### config.mk
export PLATFORM = sky130hd
export DESIGN_NAME = uart_wb
export DESIGN_NICKNAME = d
export VERILOG_FILES = /design/src/hdl/soc_pkg.sv /design/src/hdl/uart_wb.sv
export SDC_FILE = /design/constraint.sdc
export NUM_CORES = 1
export LEC_CHECK = 0
export ABC_AREA = 1
export BUFFER_PORTS_ARGS = -buffer_cell sky130_fd_sc_hd__buf_2
export CORE_UTILIZATION = 55
export DETAILED_ROUTE_END_ITERATION = 8
export PLACE_DENSITY = 0.77
export SETUP_SLACK_MARGIN = 0.2
export SKIP_CTS_REPAIR_TIMING = 1
export SLEW_MARGIN = 20
export SYNTH_ARGS = -nofsm -noshare
export SYNTH_HDL_FRONTEND = slang
export SYNTH_SLANG_ARGS = --single-unit
### constraint.sdc
create_clock -name clk_24m -period 2.4 [get_ports clk_24m]
set_clock_uncertainty 0.15 [all_clocks]
set_input_delay 0.12 -clock clk_24m [delete_from_list [all_inputs] [get_ports clk_24m]]
set_output_delay 0.12 -clock clk_24m [all_outputs]
set_load 0.01 [all_outputs]
### src/hdl/soc_pkg.sv
//////////////////////////////////////////////////
// Peripheral subsystem constants
// Bus widths, slot map, register offsets and the
// timing values shared by the peripherals
//////////////////////////////////////////////////

package soc_pkg;

	// Bus
	localparam int WB_DW = 32;
	localparam int WB_AW = 16;

	// Slot select bits of the word address
	localparam int SLOT_MSB = 14;
	localparam int SLOT_LSB = 12;
	localparam int SLOT_W   = SLOT_MSB - SLOT_LSB + 1;
	localparam int SLV_AW   = SLOT_LSB;

	localparam logic [SLOT_W-1:0] SLOT_BOOT = 3'd0;
	localparam logic [SLOT_W-1:0] SLOT_UART = 3'd1;
	localparam logic [SLOT_W-1:0] SLOT_LED  = 3'd3;
	localparam logic [SLOT_W-1:0] SLOT_EP   = 3'd5;

	// Slave index on the decoder side
	localparam int SLV_N    = 4;
	localparam int SLV_BOOT = 0;
	localparam int SLV_UART = 1;
	localparam int SLV_LED  = 2;
	localparam int SLV_EP   = 3;

	// UART
	localparam int UART_DIV_W = 12;
	localparam logic [1:0] UART_REG_DATA = 2'd0;
	localparam logic [1:0] UART_REG_DIV  = 2'd1;

	// Endpoint buffer
	localparam int EP_AW     = 9;
	localparam int EP_RX_SEL = 9;

	// LED
	localparam int PWM_W       = 8;
	localparam int LED_CTRL_W  = 5;
	localparam int LED_CTRL_EN = 2;

	// Button
	localparam int BTN_DEBOUNCE = 16;
	localparam int BTN_LONG     = 2000;
	localparam logic [1:0] BTN_BOOT_SEL = 2'd1;

endpackage

### src/hdl/uart_wb.sv
//////////////////////////////////////////////////
// UART slave
// 8N1 transmitter and receiver, programmable bit
// time and a one-byte receive buffer
//////////////////////////////////////////////////

`timescale 1ns/10ps

module uart_wb import soc_pkg::*; (
	input  logic              clk_24m,
	input  logic              rst,
	input  logic              cyc_i,
	input  logic [SLV_AW-1:0] addr_i,
	input  logic              we_i,
	input  logic [WB_DW-1:0]  wdata_i,
	output logic [WB_DW-1:0]  rdata_o,
	output logic              ack_o,
	input  logic              uart_rx_i,
	output logic              uart_tx_o
);

	logic [UART_DIV_W-1:0] div_q;
	logic [UART_DIV_W:0]   bit_max;
	logic                  sel_data;
	logic                  wr_stb;
	logic                  rd_stb;

	// Transmitter
	logic [9:0]            tx_shift;
	logic [3:0]            tx_bits;
	logic [UART_DIV_W:0]   tx_cnt;
	logic                  tx_busy;
	logic                  tx_start;

	// Receiver
	logic                  rx_meta;
	logic                  rx_s;
	logic                  rx_active;
	logic [3:0]            rx_bits;
	logic [UART_DIV_W:0]   rx_cnt;
	logic                  rx_tick;
	logic                  rx_done;
	logic                  rx_full;
	logic [7:0]            rx_sr;
	logic [7:0]            rx_data;

	// Bit time is div + 2 cycles
	assign bit_max  = {1'b0, div_q} + 1'b1;
	assign sel_data = addr_i[1:0] == UART_REG_DATA;
	assign wr_stb   = cyc_i & ack_o & we_i;
	assign rd_stb   = cyc_i & ack_o & ~we_i;

	always_ff @(posedge clk_24m or posedge rst) begin
		if (rst) begin
			ack_o <= 1'b0;
			div_q <= UART_DIV_W'(2);
		end else begin
			ack_o <= cyc_i & ~ack_o;
			if (wr_stb && addr_i[1:0] == UART_REG_DIV)
				div_q <= wdata_i[UART_DIV_W-1:0];
		end
	end

	always_comb begin
		rdata_o = '0;
		if (sel_data) begin
			rdata_o[WB_DW-1] = ~rx_full;
			rdata_o[WB_DW-2] = tx_busy;
			rdata_o[7:0]     = rx_data;
		end else begin
			rdata_o[UART_DIV_W-1:0] = div_q;
		end
	end

	assign tx_busy   = tx_bits != 4'd0;
	assign tx_start  = wr_stb & sel_data & ~tx_busy;
	assign uart_tx_o = tx_shift[0];

	always_ff @(posedge clk_24m or posedge rst) begin
		if (rst) begin
			tx_shift <= '1;
			tx_bits  <= 4'd0;
			tx_cnt   <= '0;
		end else if (!tx_busy) begin
			if (tx_start) begin
				// Stop, data LSB first, start
				tx_shift <= {1'b1, wdata_i[7:0], 1'b0};
				tx_bits  <= 4'd10;
				tx_cnt   <= '0;
			end
		end else if (tx_cnt == bit_max) begin
			tx_cnt   <= '0;
			tx_shift <= {1'b1, tx_shift[9:1]};
			tx_bits  <= tx_bits - 1'b1;
		end else begin
			tx_cnt <= tx_cnt + 1'b1;
		end
	end

	assign rx_tick = rx_active & (rx_cnt == '0);
	assign rx_done = rx_tick & (rx_bits == 4'd9) & rx_s;

	always_ff @(posedge clk_24m or posedge rst) begin
		if (rst) begin
			rx_meta   <= 1'b1;
			rx_s      <= 1'b1;
			rx_active <= 1'b0;
			rx_bits   <= 4'd0;
			rx_cnt    <= '0;
			rx_full   <= 1'b0;
		end else begin
			rx_meta <= uart_rx_i;
			rx_s    <= rx_meta;
			if (rx_done)
				rx_full <= 1'b1;
			else if (rd_stb && sel_data)
				rx_full <= 1'b0;
			if (!rx_active) begin
				if (!rx_s) begin
					// Start edge, wait half a bit
					rx_active <= 1'b1;
					rx_bits   <= 4'd0;
					rx_cnt    <= bit_max >> 1;
				end
			end else if (rx_cnt != '0) begin
				rx_cnt <= rx_cnt - 1'b1;
			end else begin
				rx_cnt <= bit_max;
				if ((rx_bits == 4'd0 && rx_s) || rx_bits == 4'd9)
					rx_active <= 1'b0;
				else
					rx_bits <= rx_bits + 1'b1;
			end
		end
	end

	always_ff @(posedge clk_24m) begin
		if (rx_tick && rx_bits != 4'd0 && rx_bits != 4'd9)
			rx_sr <= {rx_s, rx_sr[7:1]};
		if (rx_done)
			rx_data <= rx_sr;
	end

	// Line idles high between frames
	a_tx_idle: assert property (
		@(posedge clk_24m) disable iff (rst) !tx_busy |-> uart_tx_o
	);

endmodule

## Word level (Yosys, flattened, before mapping)

Index checks and enable logic that the tools add are counted.

| word-level totals | value |
|---|---|
| logic and storage cells | 80 |
| RAM bits | 0 |
| output and inout port bits | 34 |
| bits in read-only memories | 0 |
| latch bits | 0 |
| memories | 0 |
| input port bits | 49 |
| register bits after elaboration | 77 |

| cells by class | value |
|---|---|
| multiply operators | 0 |
| muxes and demuxes | 25 |
| shift-type cells | 0 |
| add/subtract/negate cells | 5 |
| reductions and logical operators | 16 |
| equal/unequal tests | 8 |
| bitwise gates (word level) | 13 |
| div/mod/pow operators | 0 |
| magnitude comparators | 0 |

Operators with widths:

| kind | number |
|---|---|
| two-way mux 13 bit | 6 |
| two-way mux 4 bit | 8 |
| two-way mux 10 bit | 3 |
| adder 12 x 1 -> 13 bit (second input constant) | 1 |
| adder 13 x 1 -> 13 bit (second input constant) | 1 |
| equality test 13 bit | 1 |
| logical NOT 13 bit | 1 |
| nonzero test 13 bit | 1 |
| subtractor 13 x 1 -> 13 bit (second input constant) | 1 |
| AND 1 bit | 9 |
| two-way mux 8 bit | 1 |
| nonzero test 4 bit | 2 |
| two-way mux 1 bit | 6 |
| logical AND 1 bit | 5 |
| adder 4 x 1 -> 4 bit (second input constant) | 1 |
| equality test 4 bit (second input constant) | 1 |
| logical NOT 4 bit | 1 |
| != test 2 x 1 -> 1 bit (second input constant) | 2 |
| != test 2 bit (second input constant) | 2 |
| != test 4 bit (second input constant) | 1 |
| inverter 1 bit | 4 |
| nonzero test 2 bit | 2 |
| subtractor 4 x 1 -> 4 bit (second input constant) | 1 |
| AND reduction 3 bit | 1 |
| other kinds (5) | 5 |

## Longest topological paths before layout

Gate-level depths: netlist of the first run.

| logic depth | value |
|---|---|
| depth after elaboration | 6 |
| mapped depth | 17 |
| depth with buffers taken out | 15 |

## Worst setup path after synthesis of the first run

No wires, ideal clock.

| path | value |
|---|---|
| path kind | register -> register |
| start | register rx_cnt[0] |
| end | register rx_data[0] (enable) |
| arrival time | 1.659 ns |
| library setup time | 0.383 ns |
| period minus slack after synthesis | 2.192 ns |
| stages on the path, launching flop included | 7 |
| path buffers | 0 |
| required time | 1.867 ns |
| setup slack | 0.208 ns |
| cells stage by stage | dfrtp_1 inv_1 ha_1 nand2_1 nor3_1 nand4_1 nor3_1 |

| between the ends | value |
|---|---|
| longest elaborated chain between the ends | 4 |

RTL lines:

| item | RTL line | text |
|---|---|---|
| start, declared | uart_wb.sv:40 | `logic [UART_DIV_W:0] rx_cnt;` |
| start signal, assigned | uart_wb.sv:123 | `rx_cnt <= bit_max >> 1;` |
| start signal, assigned | uart_wb.sv:126 | `rx_cnt <= rx_cnt - 1'b1;` |
| start signal, assigned | uart_wb.sv:128 | `rx_cnt <= bit_max;` |
| logical NOT 13 bit | uart_wb.sv:100 | `assign rx_tick = rx_active & (rx_cnt == '0);` |
| AND 1 bit | uart_wb.sv:100 |  |
| AND 1 bit (2 in a row) | uart_wb.sv:101 | `assign rx_done = rx_tick & (rx_bits == 4'd9) & rx_s;` |
| net rx_done | uart_wb.sv:42 | `logic rx_done;` |
| end signal, assigned | uart_wb.sv:141 | `rx_data <= rx_sr;` |
| end, declared | uart_wb.sv:45 | `logic [7:0] rx_data;` |

The timed path passes the listed nets, and every way through them passes these cells.
A chain may end at the register's enable or synchronous reset.

## Worst setup path in the final report of the first run

| path | value |
|---|---|
| start | register div_q[1] |
| end | register tx_cnt[10] |

| between the ends | value |
|---|---|
| longest elaborated chain between the ends | 4 |

RTL lines:

| item | RTL line | text |
|---|---|---|
| start, declared | uart_wb.sv:22 | `logic [UART_DIV_W-1:0] div_q;` |
| start signal, assigned | uart_wb.sv:60 | `div_q <= wdata_i[UART_DIV_W-1:0];` |
| adder 12 x 1 -> 13 bit | uart_wb.sv:48 | `assign bit_max = {1'b0, div_q} + 1'b1;` |
| equality test 13 bit | uart_wb.sv:91 | `end else if (tx_cnt == bit_max) begin` |
| two-way mux 13 bit | uart_wb.sv:91 |  |
| two-way mux 13 bit | uart_wb.sv:84 | `end else if (!tx_busy) begin` |
| end signal, assigned | uart_wb.sv:96 | `tx_cnt <= tx_cnt + 1'b1;` |
| end, declared | uart_wb.sv:31 | `logic [UART_DIV_W:0] tx_cnt;` |

No other way between the ends.

==> impl_metrics.toml, run 1 <==
[timing]
finalCritPeriodShare_pct = 99.0
fmax_mhz = 421
max_slew_margin_pct = 57.5
tightestPinTransition_ns = 0.636
hold_violations = 0
final_max_slew_viol_count = 0
rsz0062_at_grt = "yes"
min_period_ns = 2.38
finalSetupViolCount = 0

[floorplanning]
rows = 32
dieArea_um2 = 8590
start_util_pct = 57.6
core-area_um2 = 7850
die_w_um = 92.7
pin_count = 83
die_height_um = 92.7

[grt]
antenna_found_initial = 0
grt_max_degree = 35
grtUsageTotal_pct = 27.0
grt_first_pass_wirelength_um = 18000
grt_use_met2_pct = 44.7
use_met1_pct = 35.6
grt_pass1_vias = 3854
overflow = 0
grtUsageMet3_pct = 4.84
grt.busiest_layer = "met2"

[synth]
syn_avg_cell_area_um2 = 7.67
syn_inst = 590
synth_mux_area_share_pct = 0
async_reset_ff_share_pct = 78.9
synth_area_um2 = 4520
synth_cell_types = 35
synth_simple_gate_area_share_pct = 28.1
synth_top_family_by_area = "simple AND/OR/NAND/NOR gates"
ys_ff_latch = 76
post_synth_fa_ha_maj_area_fraction_pct = 2.21
yosys.area.top_type = "dfrtp_1"
synth-compound-area-share_pct = 11.3
synthDominantCellAreaShare_pct = 26.6
synth_edf_count = 16
synthXorXnorAreaFrac_pct = 3.10
synth_ff_type = "dfrtp_1"
yosysSeqAreaShare_pct = 44.1
synth_area_leaders = "dfrtp_1 (27%), nand2_1 (12%), edfxtp_1 (11%), dfstp_2 (7.0%), inv_1 (6.3%)"
yosysWarnings = 0

[clock_tree]
cts_sinks = 76
clk_latency_ns = 0.37
cts_buffer_depth = 2
cts_tree = "yes"
clkTransAtPathRegs_ns = 0.10
htreeDepth = 3
cts_root_buf = "clkbuf_8"
numCtsBuffers = 9

[layout]
nets = 719
final_cell_area_um2 = 5510
area_growth_pct = 21.9
drive_above_1_share_pct = 22.2
final_util_pct = 70.3
fill_cells = 592
multi_input_area_um2 = 2290
n_antenna_cell = 0
seq_area_um2 = 2000

[pwr]
internal-power_mw = 2.10
power-per-cell-area_nw_per_um2 = 570
p_switching_mw = 1.04
seq_power_share_pct = 46.1
p_sw_share_pct = 33.2
p_clk_share_pct = 34.6
vdd_ir_drop_max_mv = 0.429
power_leakage_nw = 2.51
p_comb_share_pct = 19.3

[critical_path]
startpoint_type = "flop"
path_max_fanout = 9
end_kind = "flop"
crit_required_ns = 2.50
crit_type = "reg -> reg"
critical_path_arrival_ns = 2.47

[min_path]
hp-class = "in -> reg"

[place]
place_congestion = 0.915
io_buffers = 34
postPlaceCellArea_um2 = 4800
dp_hpwl_um = 7960

[routing]
drt_pass1_iterations = 5
drt_iter0_markers = 275
post_drt_wl_per_cell_um = 15.5
vias = 4261
vias_per_cell = 5.54
totalWireLength_um = 11900
ant_nets = 0
drc = 0

[job]
cap_viol_max_count = 0

[run_status]
status = "complete, no violations"
-- cells in the mapped netlist, types with 8 or more instances --
cell type and count:
buf_4 20, o21ai_0 39, ha_1 8, a21oi_1 19, dfrtp_1 48, o22ai_1 19
dfstp_2 12, nand2_1 144, edfxtp_1 16, clkbuf_1 12, xor2_1 14, nand4_1 10
inv_1 76, nor3_1 9, nor2_1 60, nand3_1 48
-- state kept, by name, summed over array words and instances (netlist names), 4 cells and up --
register,flops
rx_bits,4
rx_sr,8
tx_bits,4
rx_data,8
rx_cnt,13
div_q,12
tx_shift,9
tx_cnt,13
-- cell families after synthesis --
| group | count (synthesis) |
|---|---|
| and+or+nand+nor | 290 |
| buffers and inverters | 110 |
| AOI/OAI and AO/OA | 89 |
| DFF | 76 |
| xor gates and xnor gates | 16 |
| adders and majority gates | 8 |
| other | 1 |
-- power groups by stage --
| stage | combinational [mW] | sequential [mW] | clock [mW] |
|---|---|---|---|
| after detailed placement | 0.491 | 1.46 | 0 |
| after CTS | 0.495 | 1.43 | 1.09 |
| after global placement | 0.481 | 1.46 | 0 |
| final | 0.607 | 1.45 | 1.09 |
| after global routing | 0.673 | 1.45 | 1.15 |
| after floorplan | 0.356 | 1.44 | 0 |
-- final timing paths --
check                                     start                       to  slack (ns)  depth (start not counted)
setup / recovery           div_q[1]$_DFFE_PP1P_   tx_cnt[10]$_DFFE_PP0P_        0.02                         13
hold / removal                        addr_i[0]      rx_full$_DFFE_PP0P_        0.12                          5
setup reg to reg           div_q[1]$_DFFE_PP1P_   tx_cnt[10]$_DFFE_PP0P_        0.02                         13
hold reg to reg               rx_meta$_DFF_PP1_           rx_s$_DFF_PP1_        0.22                          0
max in group asynchronous                   rst  tx_shift[6]$_DFFE_PP1P_        1.21                          4
min in group asynchronous                   rst     div_q[8]$_DFFE_PP0P_        0.23                          3
-- metrics by stage --
stage	setup slack, ns	total power [mW]	TNS [ns]	std cells	hold WS (ns)
3_5_place_dp	0.00576	1.95	0	724	0.0773
4_1_cts	-0.0241	3.02	-0.0310	740	-0.309
2_1_floorplan	0.208	1.79	0	607	-0.0255
6_report	0.0229	3.14	0	769	0.115
5_1_grt	-0.130	3.27	-2.73	769	0.119
3_3_place_gp	0.0742	1.94	0	724	0.0752
-- final cells by class --
class                           instances  area share (%)
Clock buffer                            9            2.25
Clock inverter                          7            1.63
Inverter                               76            5.17
Multi-Input combinational cell        422            41.6
Sequential cell                        76            36.2
Tap cell                              102            2.31
Timing Repair Buffer                   77            10.8
-- placed cells by master (no fill, tap or decap), types with 3 or more instances in the layout --
cell / instances
o21ai_0: 39
nor2_4: 6
dfstp_2: 12
nand3_2: 10
dfrtp_1: 48
ha_1: 7
nand2_2: 24
nor3_1: 9
inv_1: 74
nor2_1: 55
nor2_2: 5
nand2_1: 121
a21oi_1: 19
edfxtp_1: 16
clkbuf_8: 9
o2111ai_1: 4
inv_8: 3
buf_4: 22
nand3b_1: 3
o22ai_1: 18
dlygate4sd3_1: 16
nand3_1: 39
conb_1: 18
nand4_1: 10
xor2_1: 14
buf_2: 34
-- layer usage --
| metal | part of all wire, % | wire length (µm) | vias to the layer above |
|---|---|---|---|
| met2 | 50 | 5930 | 170 |
| met1 | 42 | 5070 | 2026 |
| met4 | 2.1 | 256 | 0 |
| li1 | - | - | 2041 |
| met5 | 0 | 0 | - |
| met3 | 5.7 | 686 | 24 |
-- critical path, cell delays in order, from the launching register on --
cell,delay (ns)
dfstp_2,0.58
ha_4,0.17
nand3_4,0.09
nor2_4,0.23
nand3_4,0.09
nand2_2,0.07
nand2_1,0.07
nor2_1,0.09
nand2_1,0.06
nor2_2,0.12
nand2_2,0.11
nand2_8,0.16
clkbuf_16,0.17
o22ai_1,0.07
Note: power is estimated with default switching activity, not from simulation.
==> run 2, diff against run 1 <==
--- a/config.mk
+++ b/config.mk
@@ -6,10 +6,12 @@
 export NUM_CORES = 1
 export LEC_CHECK = 0
 export ABC_AREA = 1
+export ABC_CLOCK_PERIOD_IN_PS = 2400
 export BUFFER_PORTS_ARGS = -buffer_cell sky130_fd_sc_hd__buf_2
-export CORE_UTILIZATION = 55
+export CORE_UTILIZATION = 58
+export CTS_BUF_LIST = sky130_fd_sc_hd__clkbuf_8
 export DETAILED_ROUTE_END_ITERATION = 8
-export PLACE_DENSITY = 0.77
+export PLACE_DENSITY = 0.81
 export SETUP_SLACK_MARGIN = 0.2
 export SKIP_CTS_REPAIR_TIMING = 1
 export SLEW_MARGIN = 20
==> run 2 against run 1 <==
Compared with the run above:
- combinational power is 2% lower
- sequential share of layout area is 0.72 points higher
- first-iteration DRC count is 6.5% higher
- clock-buffer cell count stayed put
- critical endpoint is now tx_cnt[2]$_DFFE_PP0P_
- total power is 0.80% lower
- largest power group unchanged
- non-clock buffer count is 3 lower
- via count is 0.38% lower
==> impl_metrics.toml, run 2 (synthesized netlist as in run 1, its figures left out) <==
[timing]
fmax_mhz = 428
fin_setup_tns_ns = 0
tightestPinTransition_ns = 0.550
max_slew_margin_pct = 63.3
final_max_slew_viol_count = 0
finalSetupViolCount = 0
whs_ns = 0.119
finalCritPeriodShare_pct = 97.3
worst_slack_ns = 0.0647
hold_violations = 0
min_period_ns = 2.34
rsz0062_at_grt = "yes"

[layout]
final_util_pct = 73.0
fill_cells = 575
n_antenna_cell = 0
most-common-layout-cells = "nand2_1 (130), inv_1 (74), nor2_1 (56)"
top_regs = "rx_cnt (13), tx_cnt (13), div_q (12)"
multi_input_area_um2 = 2220
area_growth_pct = 19.5
seq_area_um2 = 2000
nets = 716
final_cell_area_um2 = 5410
fin_cells = 763
drive_above_1_share_pct = 19.4
final_common_cell = "nand2_1"

[clock_tree]
cts_sinks = 76
numCtsBuffers = 9
htreeDepth = 3
clk_latency_ns = 0.35
cts_buffer_depth = 2
cts_tree = "yes"
clkTransAtPathRegs_ns = 0.10
cts_root_buf = "clkbuf_8"

[routing]
drc = 0
vias = 4245
post_drt_wl_per_cell_um = 15.2
drt_pass1_iterations = 6
vias_per_cell = 5.56
drt_iter0_markers = 293
totalWireLength_um = 11600
ant_nets = 0

[critical_path]
path_buf_inv = 1
cpPeakStageDelay_ns = 0.58
path_cells = "ha_4 -> nand3_4 -> nor2_4 -> nand3_2 -> nand2_1 -> nand2_1 -> nor2_1 -> nand2_1 -> nor2_2 -> nand2_2 -> nand2_8 -> buf_12 -> o21ai_0"
cpLargestDelayFamily = "simple AND/OR/NAND/NOR gates"
crit_type = "reg -> reg"
path_max_fanout = 12
crit_path_top_delay_cell = "dfstp_2"
end_kind = "flop"
startpoint_type = "flop"
crit_path_frequent_cell = "nand2_1"
crit_required_ns = 2.48
critical_path_arrival_ns = 2.42

[pwr]
vdd_ir_drop_max_mv = 0.486
power_leakage_nw = 2.48
p_total_mw = 3.12
power-per-cell-area_nw_per_um2 = 576

[grt]
grt_max_degree = 38
antenna_found_initial = 0
grt_pass1_vias = 3882
grtUsageTotal_pct = 27.4
grt_first_pass_wirelength_um = 17600
overflow = 0

[min_path]
hp-class = "in -> reg"

[place]
postPlaceCellArea_um2 = 4820
place_ws_ns = 0.0188
dp_cells = 722
io_buffers = 34
place_congestion = 0.907
dp_hpwl_um = 7900

[floorplanning]
start_util_pct = 61.1
pin_count = 83
rows = 31
core-area_um2 = 7410
die_height_um = 90.3
die_w_um = 90.3
dieArea_um2 = 8160

[job]
cap_viol_max_count = 0

[run_status]
status = "complete, no violations"
[run 2: tightest hold or removal path, stage by stage]
cell and delay (ns):
buf_2 0.09, nor2_1 0.05, inv_1 0.16, o31ai_1 0.11
o31ai_1 0.06
[run 2: final cells by class]
| cell class | count | area share [%] |
|---|---|---|
| Multi-Input combinational cell | 422 | 41.1 |
| Sequential cell | 76 | 36.9 |
| Timing Repair Buffer | 74 | 10.5 |
| Inverter | 76 | 5.28 |
| Clock buffer | 9 | 2.29 |
| Tap cell | 99 | 2.29 |
| Clock inverter | 7 | 1.67 |
[run 2: report_power, final]
part	internal, mW	total, mW	switching [mW]
Clock	0.512	1.08	0.564
Combinational	0.213	0.592	0.379
Sequential	1.37	1.45	0.0791
Total	2.09	3.12	1.02
[run 2: final timing paths]
check	cells after the start	from	end	slack, ns
max	13	div_q[1]$_DFFE_PP1P_	tx_cnt[2]$_DFFE_PP0P_	0.06
min	5	addr_i[1]	rx_full$_DFFE_PP0P_	0.12
max reg2reg	13	div_q[1]$_DFFE_PP1P_	tx_cnt[2]$_DFFE_PP0P_	0.06
min reg2reg	0	rx_meta$_DFF_PP1_	rx_s$_DFF_PP1_	0.22
max in group asynchronous	4	rst	rx_meta$_DFF_PP1_	1.24
min in group asynchronous	3	rst	tx_cnt[12]$_DFFE_PP0P_	0.21
[run 2: layer usage]
| layer | wire, µm | part of all wire (%) | vias up | GRT usage (%) |
|---|---|---|---|---|
| li1 | - | - | 2028 | - |
| met1 | 4800 | 41 | 2024 | 35.0 |
| met2 | 5850 | 51 | 171 | 46.6 |
| met3 | 730 | 6.3 | 22 | 4.46 |
| met4 | 202 | 1.7 | 0 | 10.6 |
| met5 | 0 | 0 | - | 0 |
